[src/common/coreConsts.svh]
`ifndef CORE_CONSTS_SVH
`define CORE_CONSTS_SVH

// ~~~~~~~~~~~~~~~~~~~~~~~~~~~~~~~~~~~~~~~~~~~~~~~~~~~~~~~~~~~~~~~~~~~~~~~~~~~
// Core dimensions
// ~~~~~~~~~~~~~~~~~~~~~~~~~~~~~~~~~~~~~~~~~~~~~~~~~~~~~~~~~~~~~~~~~~~~~~~~~~~

`define CORE_XLEN       32              // data and address width.
`define CORE_REG_IDX_W  5               // bits needed to name one register.
`define CORE_NUM_REGS   32              // x0 is included in the count.

// ~~~~~~~~~~~~~~~~~~~~~~~~~~~~~~~~~~~~~~~~~~~~~~~~~~~~~~~~~~~~~~~~~~~~~~~~~~~
// Boot
// ~~~~~~~~~~~~~~~~~~~~~~~~~~~~~~~~~~~~~~~~~~~~~~~~~~~~~~~~~~~~~~~~~~~~~~~~~~~

`define CORE_RESET_PC   32'h0000_0000   // first fetch address after reset.

`endif
[src/common/rvIsaPkg.sv]
package rvIsaPkg;

    // ~~~~~~~~~~~~~~~~~~~~~~~~~~~~~~~~~~~~~~~~~~~~~~~~~~~~~~~~~~~~~~~~~~~~~~~~
    // Major opcodes of the supported RV32I subset
    // ~~~~~~~~~~~~~~~~~~~~~~~~~~~~~~~~~~~~~~~~~~~~~~~~~~~~~~~~~~~~~~~~~~~~~~~~

    typedef enum logic [6:0] {
        OP_LUI    = 7'b0110111,
        OP_AUIPC  = 7'b0010111,
        OP_JAL    = 7'b1101111,
        OP_JALR   = 7'b1100111,
        OP_BRANCH = 7'b1100011,
        OP_IMM    = 7'b0010011,
        OP_OP     = 7'b0110011,
        OP_SYSTEM = 7'b1110011
    } opcode_e;

    typedef enum logic [3:0] {
        ALU_ADD,
        ALU_SUB,
        ALU_SLL,
        ALU_SLT,
        ALU_SLTU,
        ALU_XOR,
        ALU_SRL,
        ALU_SRA,
        ALU_OR,
        ALU_AND,
        ALU_PASSB                            // forwards operand b, used by lui.
    } aluOp_e;

    typedef enum logic [2:0] {
        BR_NONE, BR_EQ, BR_NE, BR_LT, BR_GE, BR_LTU, BR_GEU
    } branchCond_e;

    typedef enum logic [1:0] {
        JUMP_NONE, JUMP_JAL, JUMP_JALR
    } jumpKind_e;

    typedef enum logic [1:0] {
        RES_ALU, RES_PCPLUS4
    } resultSrc_e;

endpackage

[src/common/pipePkg.sv]
`include "coreConsts.svh"

package pipePkg;

    typedef logic [`CORE_XLEN-1:0]      word_t;
    typedef logic [`CORE_XLEN-1:0]      addr_t;
    typedef logic [`CORE_REG_IDX_W-1:0] regIdx_t;

    // ~~~~~~~~~~~~~~~~~~~~~~~~~~~~~~~~~~~~~~~~~~~~~~~~~~~~~~~~~~~~~~~~~~~~~~~~
    // Pipeline bundles
    // ~~~~~~~~~~~~~~~~~~~~~~~~~~~~~~~~~~~~~~~~~~~~~~~~~~~~~~~~~~~~~~~~~~~~~~~~

    typedef struct packed {
        logic                   regWrite;
        rvIsaPkg::resultSrc_e   resultSrc;
        rvIsaPkg::jumpKind_e    jump;
        rvIsaPkg::branchCond_e  branch;
        rvIsaPkg::aluOp_e       aluOp;
        logic                   aluSrcImm;  // operand b is the immediate.
    } ctrlFields_t;

    typedef struct packed {
        logic        valid;
        ctrlFields_t ctrl;
        word_t       rs1Val;
        word_t       rs2Val;
        addr_t       pc;
        regIdx_t     rd;
        word_t       imm;
        addr_t       pcPlus4;
    } decodeBundle_t;

    typedef struct packed {
        logic  valid;
        addr_t pc;
        word_t instr;
    } fetchPacket_t;

    typedef struct packed {
        addr_t   pc;
        regIdx_t rd;
        word_t   value;
    } retireRec_t;

    // ~~~~~~~~~~~~~~~~~~~~~~~~~~~~~~~~~~~~~~~~~~~~~~~~~~~~~~~~~~~~~~~~~~~~~~~~
    // Wishbone classic, read only
    // ~~~~~~~~~~~~~~~~~~~~~~~~~~~~~~~~~~~~~~~~~~~~~~~~~~~~~~~~~~~~~~~~~~~~~~~~

    typedef struct packed {
        logic  cyc;
        logic  stb;
        addr_t adr;
    } wbMaster_t;

    typedef struct packed {
        logic  ack;
        word_t dat;
    } wbSlave_t;

endpackage

[src/verilog/rvCoreTop.sv]
module rvCoreTop import pipePkg::*; (
    input  logic       clk,
    input  logic       rst,
    output wbMaster_t  ibus,
    input  wbSlave_t   ibusResp,
    output logic       retireValid,
    output retireRec_t retire,
    output logic       halted,
    output logic       illegal
);

    fetchPacket_t  fetched;
    ctrlFields_t   decCtrl;
    word_t         decImm;
    regIdx_t       rs1Idx, rs2Idx, rdIdx;
    word_t         rs1Val, rs2Val;
    logic          haltReq, illegalReq;
    decodeBundle_t decBundle, exeBundle;
    logic          redirectTaken;
    addr_t         redirectTarget;
    logic          wrEn;
    regIdx_t       wrIdx;
    word_t         wrData;
    logic          flush, fetchEnable;

    fetchUnit i_fetchUnit (
        .clk, .rst, .fetchEnable, .flush, .redirectTarget,
        .bus(ibus), .busResp(ibusResp), .fetched
    );

    instrDecoder i_instrDecoder (
        .fetched, .ctrl(decCtrl), .imm(decImm),
        .rs1Idx, .rs2Idx, .rdIdx, .haltReq, .illegalReq
    );

    regFile i_regFile (
        .clk, .rst, .rs1Idx, .rs2Idx, .rs1Val, .rs2Val, .wrEn, .wrIdx, .wrData
    );

    assign decBundle = '{valid: fetched.valid, ctrl: decCtrl, rs1Val: rs1Val,
                         rs2Val: rs2Val, pc: fetched.pc, rd: rdIdx, imm: decImm,
                         pcPlus4: fetched.pc + addr_t'(4)};

    decodeExecuteReg i_decodeExecuteReg (
        .clk, .rst, .clr(flush), .bundleIn(decBundle), .bundleOut(exeBundle)
    );

    executeUnit i_executeUnit (
        .clk, .rst, .bundle(exeBundle), .redirectTaken, .redirectTarget,
        .wrEn, .wrIdx, .wrData, .retireValid, .retire
    );

    pipelineControl i_pipelineControl (
        .clk, .rst, .redirectTaken, .haltReq, .illegalReq,
        .execValid(exeBundle.valid), .flush, .fetchEnable, .halted, .illegal
    );

endmodule

[src/verilog/pipelineControl.sv]
module pipelineControl (
    input  logic clk,
    input  logic rst,
    input  logic redirectTaken,
    input  logic haltReq,
    input  logic illegalReq,
    input  logic execValid,
    output logic flush,
    output logic fetchEnable,
    output logic halted,
    output logic illegal
);

    typedef enum logic [1:0] {RUN, DRAIN, HALTED} ctrlState_e;

    ctrlState_e state;
    logic       stopReq;
    logic       illegalPending;

    // a redirect squashes the instruction in decode, so its request does not count.
    assign stopReq     = (haltReq || illegalReq) && !redirectTaken;
    assign flush       = redirectTaken || (state == RUN && stopReq);
    assign fetchEnable = state == RUN && !stopReq;
    assign halted      = state == HALTED;

    always_ff @(posedge clk) begin
        if (rst) begin
            state          <= RUN;
            illegalPending <= 1'b0;
            illegal        <= 1'b0;
        end else begin
            case (state)
                RUN: if (stopReq) begin
                    state          <= DRAIN;
                    illegalPending <= illegalReq;
                end
                DRAIN: if (!execValid) begin
                    state   <= HALTED;
                    illegal <= illegalPending;
                end
                default: state <= HALTED; // only reset leaves here.
            endcase
        end
    end

endmodule

[src/execute/executeUnit.sv]
module executeUnit import rvIsaPkg::*, pipePkg::*; (
    input  logic          clk,
    input  logic          rst,
    input  decodeBundle_t bundle,
    output logic          redirectTaken,
    output addr_t         redirectTarget,
    output logic          wrEn,
    output regIdx_t       wrIdx,
    output word_t         wrData,
    output logic          retireValid,
    output retireRec_t    retire
);

    word_t opA;
    word_t opB;
    word_t aluResult;
    word_t result;
    logic  branchTaken;

    assign opA = bundle.rs1Val;
    assign opB = bundle.ctrl.aluSrcImm ? bundle.imm : bundle.rs2Val;

    always_comb begin
        case (bundle.ctrl.aluOp)
            ALU_ADD:   aluResult = opA + opB;
            ALU_SUB:   aluResult = opA - opB;
            ALU_SLL:   aluResult = opA << opB[4:0];
            ALU_SLT:   aluResult = word_t'($signed(opA) < $signed(opB));
            ALU_SLTU:  aluResult = word_t'(opA < opB);
            ALU_XOR:   aluResult = opA ^ opB;
            ALU_SRL:   aluResult = opA >> opB[4:0];
            ALU_SRA:   aluResult = word_t'($signed(opA) >>> opB[4:0]);
            ALU_OR:    aluResult = opA | opB;
            ALU_AND:   aluResult = opA & opB;
            ALU_PASSB: aluResult = opB;
            default:   aluResult = '0;
        endcase
    end

    always_comb begin
        case (bundle.ctrl.branch)
            BR_EQ:   branchTaken = bundle.rs1Val == bundle.rs2Val;
            BR_NE:   branchTaken = bundle.rs1Val != bundle.rs2Val;
            BR_LT:   branchTaken = $signed(bundle.rs1Val) < $signed(bundle.rs2Val);
            BR_GE:   branchTaken = $signed(bundle.rs1Val) >= $signed(bundle.rs2Val);
            BR_LTU:  branchTaken = bundle.rs1Val < bundle.rs2Val;
            BR_GEU:  branchTaken = bundle.rs1Val >= bundle.rs2Val;
            default: branchTaken = 1'b0;
        endcase
    end

    assign redirectTaken  = bundle.valid && (bundle.ctrl.jump != JUMP_NONE || branchTaken);
    assign redirectTarget = (bundle.ctrl.jump == JUMP_JALR) ?
                            (bundle.rs1Val + bundle.imm) & ~addr_t'(1) :
                            bundle.pc + bundle.imm;
    assign result = (bundle.ctrl.resultSrc == RES_PCPLUS4) ? bundle.pcPlus4 : aluResult;

    always_ff @(posedge clk) begin
        if (rst) begin
            wrEn        <= 1'b0;
            retireValid <= 1'b0;
        end else begin
            wrEn        <= bundle.valid && bundle.ctrl.regWrite;
            retireValid <= bundle.valid;
        end
    end

    always_ff @(posedge clk) begin
        wrIdx        <= bundle.rd;
        wrData       <= result;
        retire.pc    <= bundle.pc;
        retire.rd    <= bundle.rd;
        retire.value <= (bundle.rd == '0) ? '0 : result; // x0 reads back as zero.
    end

    // each instruction leaves decodeExecuteReg once, so it retires once.
    assert property (@(posedge clk) disable iff (rst)
        retireValid |=> !(retireValid && retire.pc == $past(retire.pc)));

endmodule

[src/decode/decodeExecuteReg.sv]
module decodeExecuteReg import pipePkg::*; (
    input  logic          clk,
    input  logic          rst,
    input  logic          clr,
    input  decodeBundle_t bundleIn,
    output decodeBundle_t bundleOut
);

    // ~~~~~~~~~~~~~~~~~~~~~~~~~~~~~~~~~~~~~~~~~~~~~~~~~~~~~~~~~~~~~~~~~~~~~~~~
    // Decode to execute boundary
    // ~~~~~~~~~~~~~~~~~~~~~~~~~~~~~~~~~~~~~~~~~~~~~~~~~~~~~~~~~~~~~~~~~~~~~~~~

    always_ff @(posedge clk) begin
        if (rst || clr) begin
            bundleOut <= '0;                // an all-zero bundle is a bubble.
        end else begin
            bundleOut <= bundleIn;
        end
    end

    // decode only enables a write for a valid packet, so a bubble never writes.
    assert property (@(posedge clk) disable iff (rst)
        !bundleOut.valid |-> !bundleOut.ctrl.regWrite);

endmodule

[src/decode/regFile.sv]
`include "coreConsts.svh"

module regFile import pipePkg::*; (
    input  logic    clk,
    input  logic    rst,
    input  regIdx_t rs1Idx,
    input  regIdx_t rs2Idx,
    output word_t   rs1Val,
    output word_t   rs2Val,
    input  logic    wrEn,
    input  regIdx_t wrIdx,
    input  word_t   wrData
);

    word_t regs [`CORE_NUM_REGS];

    function automatic word_t readPort(input regIdx_t idx);
        word_t val;
        if (idx == '0) begin
            val = '0;
        end else if (wrEn && wrIdx == idx) begin
            val = wrData;                   // write-through for the value retiring now.
        end else begin
            val = regs[idx];
        end
        return val;
    endfunction

    always_comb begin
        rs1Val = readPort(rs1Idx);
        rs2Val = readPort(rs2Idx);
    end

    always_ff @(posedge clk) begin
        if (rst) begin
            for (int i = 0; i < `CORE_NUM_REGS; i++) begin
                regs[i] <= '0;
            end
        end else if (wrEn && wrIdx != '0) begin
            regs[wrIdx] <= wrData;
        end
    end

endmodule

[src/decode/instrDecoder.sv]
module instrDecoder import rvIsaPkg::*, pipePkg::*; (
    input  fetchPacket_t fetched,
    output ctrlFields_t  ctrl,
    output word_t        imm,
    output regIdx_t      rs1Idx,
    output regIdx_t      rs2Idx,
    output regIdx_t      rdIdx,
    output logic         haltReq,
    output logic         illegalReq
);

    word_t       instr;
    opcode_e     opcode;
    logic [2:0]  funct3;
    logic [6:0]  funct7;
    word_t       immI, immB, immU, immJ;
    ctrlFields_t dec;
    logic        legal;
    logic        isEbreak;

    function automatic aluOp_e aluFromFunct3(input logic [2:0] f3, input logic alt);
        case (f3)
            3'b000:  return alt ? ALU_SUB : ALU_ADD;
            3'b001:  return ALU_SLL;
            3'b010:  return ALU_SLT;
            3'b011:  return ALU_SLTU;
            3'b100:  return ALU_XOR;
            3'b101:  return alt ? ALU_SRA : ALU_SRL;
            3'b110:  return ALU_OR;
            default: return ALU_AND;
        endcase
    endfunction

    function automatic branchCond_e branchFromFunct3(input logic [2:0] f3);
        case (f3)
            3'b000:  return BR_EQ;
            3'b001:  return BR_NE;
            3'b100:  return BR_LT;
            3'b101:  return BR_GE;
            3'b110:  return BR_LTU;
            3'b111:  return BR_GEU;
            default: return BR_NONE;        // 010 and 011 are not branches.
        endcase
    endfunction

    assign instr  = fetched.instr;
    assign opcode = opcode_e'(instr[6:0]);
    assign funct3 = instr[14:12];
    assign funct7 = instr[31:25];

    assign immI = {{20{instr[31]}}, instr[31:20]};
    assign immB = {{20{instr[31]}}, instr[7], instr[30:25], instr[11:8], 1'b0};
    assign immU = {instr[31:12], 12'b0};
    assign immJ = {{12{instr[31]}}, instr[19:12], instr[20], instr[30:21], 1'b0};

    always_comb begin
        dec      = '0;
        imm      = immI;
        legal    = 1'b1;
        isEbreak = 1'b0;
        case (opcode)
            OP_OP: begin
                dec.regWrite = 1'b1;
                dec.aluOp    = aluFromFunct3(funct3, funct7[5]);
                legal        = funct7 == 7'b0000000 ||
                               (funct7 == 7'b0100000 && (funct3 == 3'b000 || funct3 == 3'b101));
            end
            OP_IMM: begin
                dec.regWrite  = 1'b1;
                dec.aluSrcImm = 1'b1;
                dec.aluOp     = aluFromFunct3(funct3, funct3 == 3'b101 && funct7[5]);
                if (funct3 == 3'b001) begin
                    legal = funct7 == 7'b0000000;
                end else if (funct3 == 3'b101) begin
                    legal = funct7 == 7'b0000000 || funct7 == 7'b0100000;
                end
            end
            OP_LUI, OP_AUIPC: begin
                dec.regWrite  = 1'b1;
                dec.aluSrcImm = 1'b1;
                dec.aluOp     = ALU_PASSB;
                imm           = (opcode == OP_AUIPC) ? fetched.pc + immU : immU; // pc is folded in here.
            end
            OP_JAL: begin
                dec.regWrite  = 1'b1;
                dec.jump      = JUMP_JAL;
                dec.resultSrc = RES_PCPLUS4;
                imm           = immJ;
            end
            OP_JALR: begin
                dec.regWrite  = 1'b1;
                dec.jump      = JUMP_JALR;
                dec.resultSrc = RES_PCPLUS4;
                legal         = funct3 == 3'b000;
            end
            OP_BRANCH: begin
                dec.branch = branchFromFunct3(funct3);
                imm        = immB;
                legal      = dec.branch != BR_NONE;
            end
            OP_SYSTEM: begin
                isEbreak = instr[31:20] == 12'h001 && instr[19:7] == '0;
                legal    = isEbreak;            // ecall and csr access are outside the subset.
            end
            default: legal = 1'b0;
        endcase
    end

    assign ctrl       = (fetched.valid && legal) ? dec : '0;
    assign rs1Idx     = instr[19:15];
    assign rs2Idx     = instr[24:20];
    assign rdIdx      = dec.regWrite ? instr[11:7] : '0; // non-writing ops retire with rd zero.
    assign haltReq    = fetched.valid && isEbreak;
    assign illegalReq = fetched.valid && !legal;

endmodule

[src/verilog/fetchUnit.sv]
`include "coreConsts.svh"

module fetchUnit import pipePkg::*; (
    input  logic         clk,
    input  logic         rst,
    input  logic         fetchEnable,
    input  logic         flush,
    input  addr_t        redirectTarget,
    output wbMaster_t    bus,
    input  wbSlave_t     busResp,
    output fetchPacket_t fetched
);

    addr_t pc;                              // address of the next fetch.
    addr_t nextPc;
    logic  discard;
    logic  ackSeen;
    logic  startFetch;

    assign ackSeen    = bus.cyc && busResp.ack;
    assign nextPc     = flush ? redirectTarget : pc;
    assign startFetch = !bus.cyc && fetchEnable; // cyc stays low for a cycle after each ack.

    always_ff @(posedge clk) begin
        if (rst) begin
            pc            <= `CORE_RESET_PC;
            bus           <= '0;
            discard       <= 1'b0;
            fetched.valid <= 1'b0;
        end else begin
            fetched.valid <= 1'b0;          // decode consumes the packet in one cycle.
            if (ackSeen) begin
                bus.cyc <= 1'b0;
                bus.stb <= 1'b0;
                discard <= 1'b0;
                if (!discard && !flush) begin
                    fetched.valid <= 1'b1;
                    fetched.pc    <= bus.adr;
                    fetched.instr <= busResp.dat;
                end
            end else if (bus.cyc && flush) begin
                discard <= 1'b1;            // the cycle in flight belongs to the old path.
            end
            if (startFetch) begin
                bus.cyc <= 1'b1;
                bus.stb <= 1'b1;
                bus.adr <= nextPc;
                pc      <= nextPc + addr_t'(4);
            end else if (flush) begin
                pc <= redirectTarget;
            end
        end
    end

    // cyc and stb drop together for at least one cycle after each ack.
    assert property (@(posedge clk) disable iff (rst)
        bus.cyc && busResp.ack |=> !bus.cyc && !bus.stb);

    // a waiting request must keep its address until the slave answers.
    assert property (@(posedge clk) disable iff (rst)
        bus.cyc && !busResp.ack |=> bus.cyc && $stable(bus.adr));

endmodule

[config.mk]
export PLATFORM = sky130hd
export DESIGN_NAME = rvCoreTop
export DESIGN_NICKNAME = d
export VERILOG_FILES = /design/src/common/rvIsaPkg.sv /design/src/common/pipePkg.sv /design/src/verilog/rvCoreTop.sv /design/src/verilog/pipelineControl.sv /design/src/execute/executeUnit.sv /design/src/decode/decodeExecuteReg.sv /design/src/decode/regFile.sv /design/src/decode/instrDecoder.sv /design/src/verilog/fetchUnit.sv
export VERILOG_INCLUDE_DIRS = /design/src /design/src/common
export SDC_FILE = /design/constraint.sdc
export NUM_CORES = 2
export LEC_CHECK = 0
export CELL_PAD_IN_SITES_DETAIL_PLACEMENT = 1
export CELL_PAD_IN_SITES_GLOBAL_PLACEMENT = 1
export CORE_MARGIN = 10
export CORE_UTILIZATION = 31
export CTS_BUF_LIST = sky130_fd_sc_hd__clkbuf_16
export DETAILED_ROUTE_END_ITERATION = 12
export DONT_BUFFER_PORTS = 1
export GPL_TIMING_DRIVEN = 1
export HOLD_SLACK_MARGIN = 0.06
export PLACE_DENSITY_LB_ADDON = 0.15
export SLEW_MARGIN = 20
export SYNTH_ARGS = -nofsm -noshare
export SYNTH_HDL_FRONTEND = slang
export SYNTH_SLANG_ARGS = --single-unit
[constraint.sdc]
create_clock -name clk -period 9 [get_ports clk]
set_input_delay 0.45 -clock clk [delete_from_list [all_inputs] [get_ports clk]]
set_output_delay 0.45 -clock clk [all_outputs]
set_load 0.01 [all_outputs]
==> results by group <==
Timing
  • Worst-Margin Slew: 1.19 ns
  • Worst slew margin: 0.201
  • Tcrit/Tclk final: 0.728
  • RSZ-0062 raised after global routing: no
  • Setup Viol. Count Final: 0
  • Fmax: approximately 150 MHz
  • Final hold vios: 0
  • Clock skew: between 0.06 and 0.07 ns
  • Slew Viols, Final: 0
  • Setup TNS Final: 0 ns
  • Final min period: 6.55 ns

Pwr
  • Cell internal pwr: approximately 12 mW
  • PwrDens: 189 mW/mm^2
  • Sw Pwr: 5.11 mW
  • Comb power frac: 0.131
  • Reg power frac: 0.455
  • Sw Ratio: 0.292
  • Leakage: 33.5 nW
  • Clock power share: 0.414
  • Worst vdd rail ir drop: 0.141 mV

Worst setup path
  • Worst reg-to-reg setup slack: approximately 2.4 ns
  • Crit path kind: flip-flop to flip-flop
  • CP max FO: 51
  • Startpoint Class: flip-flop
  • Crit path DAT: 7.30 ns
  • Worst endpoint required time: 9.74 ns
  • CP Capture Type: flip-flop

Place
  • PortBufs: 0
  • Placed Area: between 0.08 and 0.09 mm^2
  • RePlAce Congestion: a little over 0.9
  • Post-DP HPWL: between 200000 and 250000 um

Clocking
  • CTS Root Cell: clkbuf_16
  • Worst-case clock buffer depth: 4
  • Clk sinks: between 1000 and 1500
  • H-tree Lvls: 4
  • Worst skew pair latency: 0.90 ns
  • TritonCTS clock tree: built
  • TritonCTS Buffers: 180
  • Worst-path clk slew: 0.06 ns
  • Setup Fix Bufs, Post-CTS: 0

Synthesis
  • Seq/Total Area, Yosys: 0.483
  • Syn Inst Count: 6669
  • Post-synth EDFFs: roughly 1100
  • Synth Cell Area: 0.0821 mm^2
  • Ys flop type: edfxtp_1
  • Synth Warn #: 0
  • Synth cell types: 109
  • Syn_area_per_cell: 12.3 um^2
  • Share of synthesized flip-flops with an asynchronous set or reset: 0
  • Yosys reg bits: 1438

Detailed routing
  • Initial DRC count: 5931
  • Wire length on met3: roughly 19000 um
  • Via density: 5.77
  • Uppermost layer routed: met5
  • DR pass1 iterations: 6
  • Routed wire per std cell: 35.8 um
  • Met2 routed WL: between 150000 and 200000 um
  • Residual DRC: 0
  • DRT Wirelength: 365000 um
  • Post-route ant nets: 0
  • M1 WL: 151000 um
  • Vias: 58800

Global route
  • Total track usage: 0.247
  • First-pass GRT wire length: approximately 500000 um
  • GRT overflow: 0
  • Vias in the first global route: 60600
  • Largest net degree at the start of global routing: ~110
  • Initial antenna violation count: 40

Cells and area
  • Fin nets: 6773
  • Final core occ: 0.351
  • Multi-input gate area: 0.0402 mm^2
  • Finished Cell Area: about 0.09 mm^2
  • Storage cell area: 0.0397 mm^2
  • Synth-to-Final Area Change: 12.5%
  • Fillers: 27900
  • Most common cell after layout, fill and taps aside: edfxtp_1
  • Most frequent cells in the layout: 1088 x edfxtp_1, 1065 x and2_1, 649 x mux4_2
  • Share of cells above drive strength 1: 0.183

Die
  • Die width: 535 um
  • Initial core utilization: 0.312
  • Core area: 0.263 mm^2
  • Die span in y: 535 um
  • Core Rows: 188
  • Die ar.: 0.286 mm^2
  • IO Pins: 141

Min path
  • HP Class: input pin to flip-flop

Flow run
  • Max Cap Viol: 0

Outcome
  • Status: finished clean
## critical path: stages, from the launching register on
cell and delay [ns]:
dfxtp_2 0.31, buf_4 0.54, mux2i_4 0.35, clkinv_1 0.71, ha_1 0.57, a21oi_1 0.22, o21bai_1 0.14, a2111oi_1 0.94
nor4_1 0.17, o32ai_1 0.60, o221ai_1 0.44, a41oi_1 0.45, nor3b_1 0.23, a221oi_1 0.09, xnor2_1 0.17, a221o_1 0.34
and2_1 0.14
## sequential cells by signal, indices dropped and copies added, names as in the netlist
signal,flops
i_pipelineControl.illegal,1
i_fetchUnit.fetched,65
i_executeUnit.wrEn,1
i_pipelineControl.state,2
i_decodeExecuteReg.bundleOut,176
i_fetchUnit.discard,1
i_executeUnit.wrData,32
i_regFile.regs,1024
i_fetchUnit.bus,33
i_fetchUnit.pc,32
i_executeUnit.retireValid,1
i_executeUnit.retire,64
i_pipelineControl.illegalPending,1
i_executeUnit.wrIdx,5
## metal layers
layer	GRT usage	vias to the layer above
met5	0	-
met4	0.104	4
met3	0.0294	586
met2	0.417	2048
met1	0.319	31400
li1	-	24800
## final timing paths
check                                               startpoint  depth (start not counted)                                      to
setup / recovery  i_decodeExecuteReg.bundleOut[165]$_SDFF_PP0_                         16     i_executeUnit.retire[27]$_SDFF_PN0_
hold reg to reg    i_decodeExecuteReg.bundleOut[67]$_SDFF_PP0_                          0          i_executeUnit.wrIdx[3]$_DFF_P_
setup reg to reg  i_decodeExecuteReg.bundleOut[165]$_SDFF_PP0_                         16     i_executeUnit.retire[27]$_SDFF_PN0_
hold / removal                                             rst                          2  i_pipelineControl.illegal$_SDFFE_PP0P_
## cells in the mapped netlist, types with 19 or more instances
cell type	number	area (um^2)
a31oi_1	35	219
nand4_1	32	200
dfxtp_1	350	7010
or3_1	28	175
nor3_1	78	390
nor4_1	22	138
nand2b_1	30	188
mux4_2	649	14600
nand2_1	302	1130
or2_2	41	257
xnor2_1	74	648
mux2i_1	195	1950
nor2_1	446	1670
a21oi_1	268	1340
a211oi_1	116	871
o21a_1	19	143
a221oi_1	27	236
and2_1	1065	6660
o31ai_1	19	143
inv_1	156	586
o221ai_1	21	184
buf_1	73	274
o211ai_1	48	360
nand3_1	92	460
and3_1	39	244
xor2_1	58	508
a21o_1	53	398
clkbuf_1	469	1760
a22oi_1	28	210
edfxtp_1	1088	32700
ha_1	211	2640
o21ai_0	238	1190
nor2b_1	19	119
## cells by family (layout without fill, tap and decap cells)
group,count (synthesis),in the layout,share of synthesized area
multiplexers,847,847,0.202
adder cells (fa/ha/maj),216,216,0.0334
AND/OR/NAND/NOR,2269,2269,0.150
AO/OA/AOI/OAI,1052,1052,0.0841
flip-flops,1438,1438,0.483
XOR/XNOR,132,132,0.0141
other,1,47,0.0000457
buffers and inverters,714,678,0.0333
## layout make-up
| class | count | share of cell area |
|---|---|---|
| multi-input combinational | 4548 | 0.436 |
| sequential | 1438 | 0.430 |
| clock buffer | 188 | 0.0509 |
| tap | 3515 | 0.0476 |
| timing repair buffer | 194 | 0.0186 |
| clock inverter | 136 | 0.0107 |
| inverter | 160 | 0.00650 |
| antenna | 15 | 0.000406 |
## power by group through the flow
stage | combinational, mW | clock, mW | sequential, mW
4_1_cts | 2.28 | 7.36 | 7.94
2_1_floorplan | 1.47 | 0 | 7.67
5_1_grt | 2.42 | 7.60 | 7.98
3_3_place_gp | 2.22 | 0 | 8.07
6_report | 2.30 | 7.23 | 7.94
3_5_place_dp | 2.24 | 0 | 8.08
## what timing repair did
item	in CTS	in global routing
hold buffers	36	0
resized for setup	0	0
hold endpoints to repair	143	0
## stage by stage
step	power, mW	hold WS [ns]	cells	setup slack (ns)
finish	17.5	0.0505	10200	2.45
global route	18.0	0.0768	10200	2.08
detailed placement	10.3	0.347	9819	2.64
global placement	10.3	0.339	9818	2.28
CTS	17.6	0.0894	10200	2.59
floorplan	9.15	0.331	6700	0.832
No activity file was read; power rests on OpenSTA's default activity.
